$ cat config.mk
export PLATFORM = sky130hd
export DESIGN_NAME = console_fifo
export DESIGN_NICKNAME = d
export VERILOG_FILES = /design/src/console_fifo.sv
export VERILOG_INCLUDE_DIRS = /design/src
export SDC_FILE = /design/constraint.sdc
export NUM_CORES = 1
export LEC_CHECK = 0
export BUFFER_PORTS_ARGS = -buffer_cell sky130_fd_sc_hd__buf_2
export CAP_MARGIN = 20
export CORE_MARGIN = 1.5
export CORE_UTILIZATION = 54
export CTS_CLUSTER_SIZE = 28
export DETAILED_ROUTE_END_ITERATION = 8
export PLACE_DENSITY = 0.77
export SLEW_MARGIN = 20
export SYNTH_ARGS = -nofsm -noshare
export SYNTH_HDL_FRONTEND = slang
export SYNTH_SLANG_ARGS = --single-unit
$ cat constraint.sdc
create_clock -name clk -period 2.3 [get_ports clk]
set_input_delay 0.46 -clock clk [delete_from_list [all_inputs] [get_ports clk]]
set_output_delay 0.46 -clock clk [all_outputs]
set_load 0.05 [all_outputs]
$ cat src/soc_bus_macros.svh
`ifndef SOC_BUS_MACROS_SVH
`define SOC_BUS_MACROS_SVH

// scratch RAM window, 16 KiB decoded.
`define RAM_ADDR_LO      32'h0000_0000
`define RAM_ADDR_HI      32'h0000_3FFF

// LED and key registers.
`define IO_ADDR_LO       32'hC000_0000
`define IO_ADDR_HI       32'hC000_FFFF

// console transmitter.
`define CONSOLE_ADDR_LO  32'hC304_0000
`define CONSOLE_ADDR_HI  32'hC304_FFFF

// words actually built, aliased across the window.
`define RAM_WORDS        256

// kept small so a short burst fills it.
`define FIFO_DEPTH       4

// clocks per serial bit.
`define BAUD_DIV         8

`define NUM_KEYS         4

`endif
$ cat src/console_fifo.sv
`default_nettype none
`timescale 1ns/100ps
`include "soc_bus_macros.svh"

module console_fifo (
  input  logic       clk,
  input  logic       rst,
  input  logic       push,
  input  logic [7:0] push_char,
  input  logic       pop,
  output logic [7:0] head_char,
  output logic       empty,
  output logic       full,
  output logic [$clog2(`FIFO_DEPTH + 1)-1:0] count
);

  localparam int PTR_W = $clog2(`FIFO_DEPTH);
  localparam int CNT_W = $clog2(`FIFO_DEPTH + 1);

  logic [7:0]       mem [`FIFO_DEPTH];
  logic [PTR_W-1:0] wr_ptr;
  logic [PTR_W-1:0] rd_ptr;
  logic [CNT_W-1:0] cnt;

  function automatic logic [PTR_W-1:0] next_ptr(input logic [PTR_W-1:0] p);
    if (p == PTR_W'(`FIFO_DEPTH - 1))
      return '0;
    return p + 1'b1;
  endfunction

  assign head_char = mem[rd_ptr];
  assign empty     = (cnt == '0);
  assign full      = (cnt == CNT_W'(`FIFO_DEPTH));
  assign count     = cnt;

  always_ff @(posedge clk)
  begin
    if (rst)
    begin
      wr_ptr <= '0;
      rd_ptr <= '0;
      cnt    <= '0;
    end
    else
    begin
      if (push)
        wr_ptr <= next_ptr(wr_ptr);
      if (pop)
        rd_ptr <= next_ptr(rd_ptr);
      if (push & ~pop)
        cnt <= cnt + 1'b1;
      else if (pop & ~push)
        cnt <= cnt - 1'b1;
    end
  end

  always_ff @(posedge clk)
  begin
    if (push)
      mem[wr_ptr] <= push_char;
  end

endmodule

`default_nettype wire

==> summary.txt, run 1 <==
Yosys
  • Count leader, synth: edfxtp_1
  • EDFF count, synth: 32
  • Largest cells by area after synthesis: edfxtp_1 (60%), dfxtp_1 (11%), mux4_2 (11%), ha_1 (4.7%), mux2i_1 (2.5%)
  • Most common library cells after synthesis: edfxtp_1 (32), dfxtp_1 (9), mux4_2 (8)
  • FF+latch count, synth: 41
  • Unique masters post-synth: 17
  • Syn avg cell area: 18.6 sq um
  • Syn nets: 105
  • Synth Warn #: 0
  • Dominant synthesized flop cell: edfxtp_1
  • Area leader, netlist: edfxtp_1
  • Compound-gate portion of the synthesized area: 0.00940
  • Simple-gate share of the synthesized area: 0.0486
  • Post-Synth Adder-Cell Area: 0.0595
  • Synthesized area: 0.00160 sq mm
  • Xor and xnor fraction of the mapped netlist area: 0.0110
  • Mux contribution to synthesized area: 0.138
  • Post-Synthesis Cells: 86
  • Ys async rst share: 0
  • Share of Yosys cell area claimed by the top area cell type: 0.601
  • Seq/Total Area, Yosys: 0.714
  • Largest family of logic cells by synthesized area: multiplexers

Clock network
  • Post-CTS sizing: 0
  • Post-CTS setup buffers: 0
  • Cts bufs inserted: 5
  • Clock Root Buffer: clkbuf_4
  • CTS tree: done
  • Clock Path Buffers: 2
  • Skew-Pair Late Insertion Delay: 0.34 ns
  • Hold_buf cts: 0
  • Clock tree sinks: 41
  • H-Tree Depth: 2
  • Clock slew at reported path FFs: 0.11 ns

Layout
  • Design Area, Final: 0.00180 sq mm
  • Final nets: 135
  • Layout cells sized above 1: 0.333
  • Diode count: 0
  • Final Util: 0.648
  • Area grow syn2layout: 12.8%
  • Layout fillers: 203
  • Non-Filler Instances: 148

Floorplanning
  • Core ar.: 0.00278 sq mm
  • Die footprint: 0.00329 sq mm
  • Placement Rows: 19
  • Die Y: 57.4 um
  • Die X: 57.4 um
  • Initial core utilization: 0.574
  • Num ports: 25

Critical path
  • Critical path type: reg2out
  • Setup crit end kind: output pin
  • CP Cell Sequence: buf_4 > mux4_2 > buf_2
  • CP peak stage delay: 0.52 ns
  • Crit path max fanout: 8
  • Critical-path top delay cell: mux4_2
  • Critical Path RT: 1.84 ns
  • FF-to-FF Start: count[0]$_SDFFE_PP0P_
  • WP data arrival: 1.61 ns
  • Worst Setup Start Kind: flip-flop

Global route
  • Initial antenna violation count: 0
  • First-pass GRT wire length: 3820 um
  • Largest net degree at the start of global routing: 12
  • GRT Util Overall: 0.167
  • Gr ovfl total: 0
  • Vias in the first global route: 784

Timing
  • RSZ-0062 raised after global routing: no
  • Hold WS: 0.323 ns
  • Final Cycle Share: 0.902
  • Fmax: 482 MHz
  • Relative slew slack: 0.678
  • Worst Tran Pin Value: 0.483 ns
  • Skew final: 0.00737 ns
  • Final hold vios: 0
  • Min Clock Period, post-route: 2.07 ns
  • Final setup vio count: 0
  • Final Slew Violations: 0
  • Final worst slack: 0.226 ns
  • Sum Neg Setup Slack: 0 ns

Drt
  • First-pass DRT Iterations: 3
  • Total wire length: 2400 um
  • DRC violation count after routing: 0
  • Initial DRC Count: 32
  • Routed vias: 803
  • Met1 Wirelength: 1030 um
  • Drt wl/cell: 16.2 um
  • DR WL met3: 101 um
  • Antenna Nets Post-Route: 0
  • Max Used Layer: met4
  • Vias per inst: 5.43
  • Met2 WL post-DR: 1200 um

Placed design
  • Final GP Congestion: 0.736
  • HPWL after DPL: 1650 um
  • Setup WS pre-CTS: 0.318 ns
  • Port buffer count: 24
  • DP Cell Count: 140
  • Dpl cell area: 0.00175 sq mm

Power and ir drop
  • Worst ir drop on vdd: 0.572 mV
  • Pleak: 0.683 nW
  • Power Density: 832 mW/mm^2
  • Overall Power: 1.50 mW

Job
  • Max-Cap Viols: 0

Status
  • Outcome: completed

Min path
  • Hold Crit Start: push_char[3]
  • Hold WC Path Type: in2reg
==> power breakdown <==
group          total, mW  internal [mW]  switching, mW
Clock              0.330          0.122          0.208
Combinational      0.298         0.0920          0.206
Sequential         0.871          0.842         0.0287
Total               1.50           1.06          0.442
==> registers in the layout, summed over array words and instances, names as in the netlist, named ones only <==
signal  cells
count       3
mem        32
wr_ptr      2
rd_ptr      2
==> path summary, 6_finish.rpt <==
path | endpoint | slack (ns) | cells after the start
setup / recovery | head_char[1] | 0.23 | 3
hold / removal | mem[1][3]$_DFFE_PP_ | 0.32 | 1
setup reg to reg | count[2]$_SDFFE_PP0P_ | 0.76 | 4
hold reg to reg | count[2]$_SDFFE_PP0P_ | 0.53 | 2
==> cell type report <==
class	count	area, sq um	area share
Sequential cell	41	1140	0.633
Clock buffer	8	48.8	0.0271
Tap cell	31	38.8	0.0215
Multi-Input combinational cell	39	430	0.239
Timing Repair Buffer	25	128	0.0708
Inverter	4	15.0	0.00833
==> placed cells by master, fill, tap and decap left out <==
cell | netlist | final
edfxtp_1 | 32 | 32
clkbuf_4 | 0 | 5
ha_1 | 6 | 6
buf_2 | 0 | 24
a21oi_1 | 2 | 2
buf_4 | 0 | 1
inv_1 | 4 | 4
mux4_2 | 8 | 8
o21ai_0 | 1 | 1
or3_1 | 1 | 1
nor3_1 | 1 | 1
xor2_1 | 2 | 2
fa_1 | 1 | 1
nor3b_2 | 0 | 1
and2_1 | 4 | 4
dfxtp_1 | 9 | 9
nor2_1 | 7 | 7
nor3b_1 | 2 | 1
clkbuf_1 | 0 | 3
mux2i_1 | 4 | 4
==> routing by layer <==
metal | global-route usage | vias to the layer above
li1 | - | 386
met2 | 0.258 | 17
met3 | 0.0522 | 8
met4 | 0.110 | 0
met1 | 0.203 | 392
met5 | 0 | -
==> cell families (layout without fill, tap and decap cells) <==
family	Yosys count	count (layout)
DFF	41	41
and+or+nand+nor	15	15
muxes	12	12
adders and majority gates	7	7
buffers and inverters	6	37
AOI/OAI and AO/OA	3	3
xor gates and xnor gates	2	2
==> worst max-delay path: cells and delay by family (launching register included) <==
kind / cells / cell delay (ns)
buffers and inverters: 2 / 0.43
multiplexers: 1 / 0.52
flip-flops: 1 / 0.32
Note: power is estimated with default switching activity, not from simulation.
==> run 2: changes to the inputs <==
==> constraint.sdc (replaced) <==
create_clock -name clk -period 2.3 [get_ports clk]
set_input_delay 0.345 -clock clk [delete_from_list [all_inputs] [get_ports clk]]
set_output_delay 0.345 -clock clk [all_outputs]
set_load 0.05 [all_outputs]
==> run 2 against run 1 <==
Final cell count is the same. Maximum frequency grew 5.6%. Critical path type unchanged. Highest routed layer unchanged. Sequential power barely moved. Clock skew grew 0.0034 ns. Critical endpoint is now head_char[2]. Cell area grew 1.6%. Largest cell class unchanged. Via count decreased by 0.75%. Worst setup slack improved by 0.11 ns. Power increased by 7.4%. Hold slack worse by 0.12 ns. Global-route usage about the same. Clock power grew 35%.
==> summary.txt, run 2 (synthesis results as in run 1) <==
Global route
  • Largest net degree at the start of global routing: 14 (was 12)
  • First-pass GRT wire length: 3860 um (was 3820 um)
  • Gr ovfl total: 0 (unchanged)
  • Vias in the first global route: 820 (was 784)
  • GRT Util Overall: 0.168 (was 0.167)
  • Initial antenna violation count: 0 (unchanged)

Clock network
  • CTS tree: done (unchanged)
  • H-Tree Depth: 2 (unchanged)
  • Clock slew at reported path FFs: 0.12 ns (was 0.11 ns)
  • Clock tree sinks: 41 (unchanged)
  • Clock Root Buffer: clkbuf_4 (unchanged)
  • Clock Path Buffers: 2 (unchanged)
  • Hold_buf cts: 0 (unchanged)
  • Cts bufs inserted: 5 (unchanged)
  • Post-CTS sizing: 0 (unchanged)
  • Post-CTS setup buffers: 0 (unchanged)
  • Skew-Pair Late Insertion Delay: 0.35 ns (was 0.34 ns)

Floorplanning
  • Num ports: 25 (unchanged)
  • Initial core utilization: 0.574 (unchanged)
  • Core ar.: 0.00278 sq mm (unchanged)
  • Die Y: 57.4 um (unchanged)
  • Placement Rows: 19 (unchanged)
  • Die X: 57.4 um (unchanged)
  • Die footprint: 0.00329 sq mm (unchanged)

Drt
  • Initial DRC Count: 19 (was 32)
  • Antenna Nets Post-Route: 0 (unchanged)
  • Drt wl/cell: 15.3 um (was 16.2 um)
  • Vias per inst: 5.39 (was 5.43)
  • First-pass DRT Iterations: 4 (was 3)
  • Total wire length: 2270 um (was 2400 um)
  • Routed vias: 797 (was 803)
  • DRC violation count after routing: 0 (unchanged)

Layout
  • Area grow syn2layout: 14.6% (was 12.8%)
  • Diode count: 0 (unchanged)
  • Most frequent cells in the layout: edfxtp_1 (32), buf_2 (24), dfxtp_1 (9) (unchanged)
  • Max reg flops: 32 (unchanged)
  • Commonest non-fill, non-tap cell in the layout: edfxtp_1 (unchanged)
  • Design Area, Final: 0.00183 sq mm (was 0.00180 sq mm)
  • Final nets: 135 (unchanged)
  • Layout cells sized above 1: 0.350 (was 0.333)
  • Non-Filler Instances: 148 (unchanged)
  • Most flops, register: mem (unchanged)

Min path
  • Hold WC Path Type: in2reg (unchanged)
  • Hold Crit Start: push_char[4] (was push_char[3])
  • Hold endpoint: mem[1][4]$_DFFE_PP_ (was mem[1][3]$_DFFE_PP_)
  • Hold path depth: 1 (unchanged)

Power and ir drop
  • Pleak: 0.700 nW (was 0.683 nW)
  • Worst ir drop on vdd: 0.745 mV (was 0.572 mV)
  • Power Density: 879 mW/mm^2 (was 832 mW/mm^2)

Critical path
  • Critical path type: reg2out (unchanged)
  • CP peak stage delay: 0.52 ns (about the same)
  • CP Cell Sequence: buf_4 > mux4_2 > buf_2 (unchanged)
  • Crit path max fanout: 8 (unchanged)
  • R2R Setup Slk: 0.82 ns (was 0.76 ns)
  • Worst R2R End: count[2]$_SDFFE_PP0P_ (unchanged)
  • Worst Setup Start Kind: flip-flop (unchanged)
  • FF-to-FF Start: count[0]$_SDFFE_PP0P_ (unchanged)
  • R2R cell count: 4 (unchanged)
  • Critical-path top delay cell: mux4_2 (unchanged)
  • Critical Path RT: 1.96 ns (was 1.84 ns)
  • Setup crit end kind: output pin (unchanged)
  • WP data arrival: 1.62 ns (was 1.61 ns)

Timing
  • Sum Neg Setup Slack: 0 ns (unchanged)
  • Min Clock Period, post-route: 1.96 ns (was 2.07 ns)
  • Relative slew slack: 0.707 (was 0.678)
  • Fmax: 509 MHz (was 482 MHz)
  • Final Slew Violations: 0 (unchanged)
  • Worst Tran Pin Value: 0.440 ns (was 0.483 ns)
  • Final setup vio count: 0 (unchanged)
  • Skew final: 0.0108 ns (was 0.00737 ns)
  • RSZ-0062 raised after global routing: no (unchanged)
  • Final hold vios: 0 (unchanged)
  • Final Cycle Share: 0.854 (was 0.902)

Status
  • Outcome: completed (unchanged)

Placed design
  • Port buffer count: 24 (unchanged)
  • Dpl cell area: 0.00175 sq mm (about the same)
  • Final GP Congestion: 0.660 (was 0.736)
  • DP Cell Count: 140 (unchanged)
  • HPWL after DPL: 1580 um (was 1650 um)

Job
  • Max-Cap Viols: 0 (unchanged)
## run 2: cell types whose count changed in the layout (fill, tap and decap cells not counted), sizes merged
| cell | change |
|---|---|
| inv | +1 |
| clkbuf | -1 |
## run 2: final cells by class
cell class	instances	area [sq um]
Fill cell	183	951
Tap cell	31	38.8
Multi-Input combinational cell	39	425
Clock buffer	7	76.3
Sequential cell	41	1140
Inverter	4	15.0
Clock inverter	1	6.26
Timing Repair Buffer	25	128
## run 2: how the worst max path moves through the flow
| stage | startpoint | to | slack [ns] | depth (start not counted) |
|---|---|---|---|---|
| 6_report | flip-flop | head_char[2] | 0.34 | 3 |
| 5_1_grt | flip-flop | head_char[2] | 0.26 | 3 |
| 4_1_cts | flip-flop | head_char[2] | 0.32 | 3 |
| 3_5_place_dp | pop | count[2]$_SDFFE_PP0P_ | 0.48 | 8 |
| 3_3_place_gp | pop | count[2]$_SDFFE_PP0P_ | 0.54 | 8 |
| 2_1_floorplan | count[2]$_SDFFE_PP0P_ | full | 0.08 | 1 |
## run 2: critical path, delay by kind of cell, from the launching register on
family | cells | cell delay (ns)
mux | 1 | 0.52
buf+inv | 2 | 0.43
flops | 1 | 0.33
## run 2: routing by layer
metal / vias to the layer above / global-route usage / routed length [um]
met3: 5 / 0.0522 / 121
met5: - / 0 / 0
li1: 384 / - / -
met2: 20 / 0.269 / 1100
met4: 0 / 0.0997 / 60
met1: 388 / 0.198 / 992
## run 2: per-stage QoR
stage | hold slack [ns] | util | power (mW) | setup slack (ns)
finish | 0.204 | 0.658 | 1.61 | 0.337
detailed placement | 0.538 | 0.628 | 1.19 | 0.480
global route | 0.193 | 0.658 | 1.68 | 0.255
global placement | 0.498 | 0.628 | 1.17 | 0.540
floorplan | 0.414 | - | 1.11 | 0.0785
CTS | 0.201 | 0.658 | 1.62 | 0.318
## run 2: report_power, final
group,internal [mW],switching (mW),total (mW)
logic,0.0906,0.203,0.294
clock network,0.216,0.229,0.445
registers,0.842,0.0285,0.871
==> run 3: changes to the inputs <==
CORE_ASPECT_RATIO = 0.7   (was default)
CTS_CLUSTER_DIAMETER = 100   (was default)
==> run 3 against run 2 <==
Hold slack improved by 0.071 ns. Critical path depth unchanged. Sequential cell count unchanged. Critical endpoint is now head_char[3]. Register-to-register slack is essentially flat. Largest power group unchanged. Combinational power hardly changed. Count of clock-buffer cells in the layout shrank 1.
==> summary.txt, run 3 (synthesis results as in run 1) <==
Timing
  • Worst Tran Pin Value: 0.456 ns (was 0.440 ns)
  • Fmax: 518 MHz (was 509 MHz)
  • Sum Neg Setup Slack: 0 ns (unchanged)
  • Min Clock Period, post-route: 1.93 ns (was 1.96 ns)
  • Relative slew slack: 0.696 (was 0.707)
  • Final setup vio count: 0 (unchanged)
  • Final hold vios: 0 (unchanged)
  • Skew final: 0.00464 ns (was 0.0108 ns)
  • RSZ-0062 raised after global routing: no (unchanged)
  • Final Slew Violations: 0 (unchanged)
  • Final Cycle Share: 0.839 (was 0.854)

Min path
  • Hold Crit Start: push_char[0] (was push_char[4])
  • Hold WC Path Type: in2reg (unchanged)

Clock network
  • Skew-Pair Late Insertion Delay: 0.28 ns (was 0.35 ns)
  • Clock tree sinks: 41 (unchanged)
  • H-Tree Depth: 2 (unchanged)
  • CTS tree: done (unchanged)
  • Clock Path Buffers: 2 (unchanged)
  • Clock slew at reported path FFs: 0.08 ns (was 0.12 ns)
  • Post-CTS setup buffers: 0 (unchanged)
  • Hold_buf cts: 0 (unchanged)
  • Cts bufs inserted: 5 (unchanged)
  • Clock Root Buffer: clkbuf_8 (was clkbuf_4)
  • Post-CTS sizing: 0 (unchanged)

Drt
  • Drt wl/cell: 16.3 um (was 15.3 um)
  • Total wire length: 2500 um (was 2270 um)
  • Antenna Nets Post-Route: 0 (unchanged)
  • Initial DRC Count: 75 (was 19)
  • DRC violation count after routing: 0 (unchanged)
  • Vias per inst: 5.42 (was 5.39)
  • First-pass DRT Iterations: 3 (was 4)
  • Routed vias: 829 (was 797)

Placed design
  • HPWL after DPL: 1730 um (was 1580 um)
  • Final GP Congestion: 0.674 (was 0.660)
  • Port buffer count: 24 (unchanged)

Critical path
  • Worst R2R End: count[2]$_SDFFE_PP0P_ (unchanged)
  • Critical path type: reg2out (unchanged)
  • R2R cell count: 4 (unchanged)
  • FF-to-FF Start: count[0]$_SDFFE_PP0P_ (unchanged)
  • WP data arrival: 1.58 ns (was 1.62 ns)
  • Setup crit end kind: output pin (unchanged)
  • Worst Setup Start Kind: flip-flop (unchanged)
  • Crit path max fanout: 8 (unchanged)
  • End of the critical path: head_char[3] (was head_char[2])
  • Critical Path RT: 1.96 ns (about the same)
  • R2R Setup Slk: 0.81 ns (was 0.82 ns)

Power and ir drop
  • Worst ir drop on vdd: 0.651 mV (was 0.745 mV)
  • Power Density: 890 mW/mm^2 (was 879 mW/mm^2)
  • Overall Power: 1.65 mW (was 1.61 mW)
  • Pleak: 0.705 nW (was 0.700 nW)

Global route
  • Largest net degree at the start of global routing: 14 (unchanged)
  • Gr ovfl total: 0 (unchanged)
  • GRT Util Overall: 0.170 (was 0.168)
  • Vias in the first global route: 823 (was 820)
  • Initial antenna violation count: 0 (unchanged)
  • First-pass GRT wire length: 3890 um (was 3860 um)

Job
  • Max-Cap Viols: 0 (unchanged)

Floorplanning
  • Placement Rows: 16 (was 19)
  • Die Y: 48.5 um (was 57.4 um)
  • Die X: 68.0 um (was 57.4 um)
  • Num ports: 25 (unchanged)
  • Core ar.: 0.00280 sq mm (was 0.00278 sq mm)
  • Initial core utilization: 0.570 (was 0.574)
  • Die footprint: 0.00330 sq mm (was 0.00329 sq mm)

Layout
  • Max reg flops: 32 (unchanged)
  • Layout fillers: 204 (was 183)
  • Final nets: 135 (unchanged)
  • Layout cells sized above 1: 0.350 (unchanged)
  • Multi-input gate area: 425 sq um (unchanged)
  • FF+latch area: 0.00114 sq mm (unchanged)
  • Commonest non-fill, non-tap cell in the layout: edfxtp_1 (unchanged)
  • Diode count: 0 (unchanged)
  • Most flops, register: mem (unchanged)
  • Area grow syn2layout: 15.8% (was 14.6%)
  • Most frequent cells in the layout: edfxtp_1 (32), buf_2 (24), dfxtp_1 (9) (unchanged)

Status
  • Outcome: completed (unchanged)
==> run 3: changes by cell type in the layout (fill, tap and decap cells not counted), sizes merged <==
cell,delta
clkbuf,-1
clkinv,+2
inv,-1
==> run 3: metal layers <==
metal | global-route usage | wire, um | up-vias
met2 | 0.283 | 1280 | 15
li1 | - | - | 387
met3 | 0.0628 | 85 | 4
met5 | 0 | 0 | -
met1 | 0.216 | 1120 | 423
met4 | 0.0300 | 16 | 0
==> run 3: how the worst min path moves through the flow <==
stage,slack [ns],depth (start not counted),endpoint
after detailed placement,0.51,2,count[2]$_SDFFE_PP0P_
after global routing,0.27,1,mem[1][7]$_DFFE_PP_
after floorplan,0.41,1,count[2]$_SDFFE_PP0P_
after CTS,0.27,1,mem[0][0]$_DFFE_PP_
after global placement,0.49,2,count[2]$_SDFFE_PP0P_
final,0.28,1,mem[0][0]$_DFFE_PP_
==> run 3: worst max-delay path, stage by stage (launching register included) <==
cell and delay, ns:
dfxtp_1 0.32, buf_4 0.21, mux4_2 0.54, buf_2 0.23
==> run 3: cell type report <==
cell class,instances,area share
flip-flops and latches,41,0.617
multi-input cells,39,0.230
repair buffers,25,0.0690
clock buffers,6,0.0446
well taps,36,0.0243
inverters,4,0.00811
clock inverters,2,0.00744
==> run 3: power breakdown <==
group | total (mW) | internal [mW] | switching [mW]
combinational | 0.296 | 0.0904 | 0.206
sequential | 0.872 | 0.842 | 0.0293
clock | 0.480 | 0.243 | 0.237
==> run 3: per-stage QoR <==
step / instances / area [sq um] / utilization / hold WS (ns) / setup WS [ns]
global route: 153 / 1850 / 0.660 / 0.271 / 0.314
global placement: 145 / 1750 / 0.626 / 0.490 / 0.523
detailed placement: 145 / 1750 / 0.626 / 0.511 / 0.441
CTS: 153 / 1850 / 0.660 / 0.267 / 0.348
finish: 153 / 1850 / 0.660 / 0.275 / 0.371
floorplan: 86 / 1600 / - / 0.414 / 0.0785
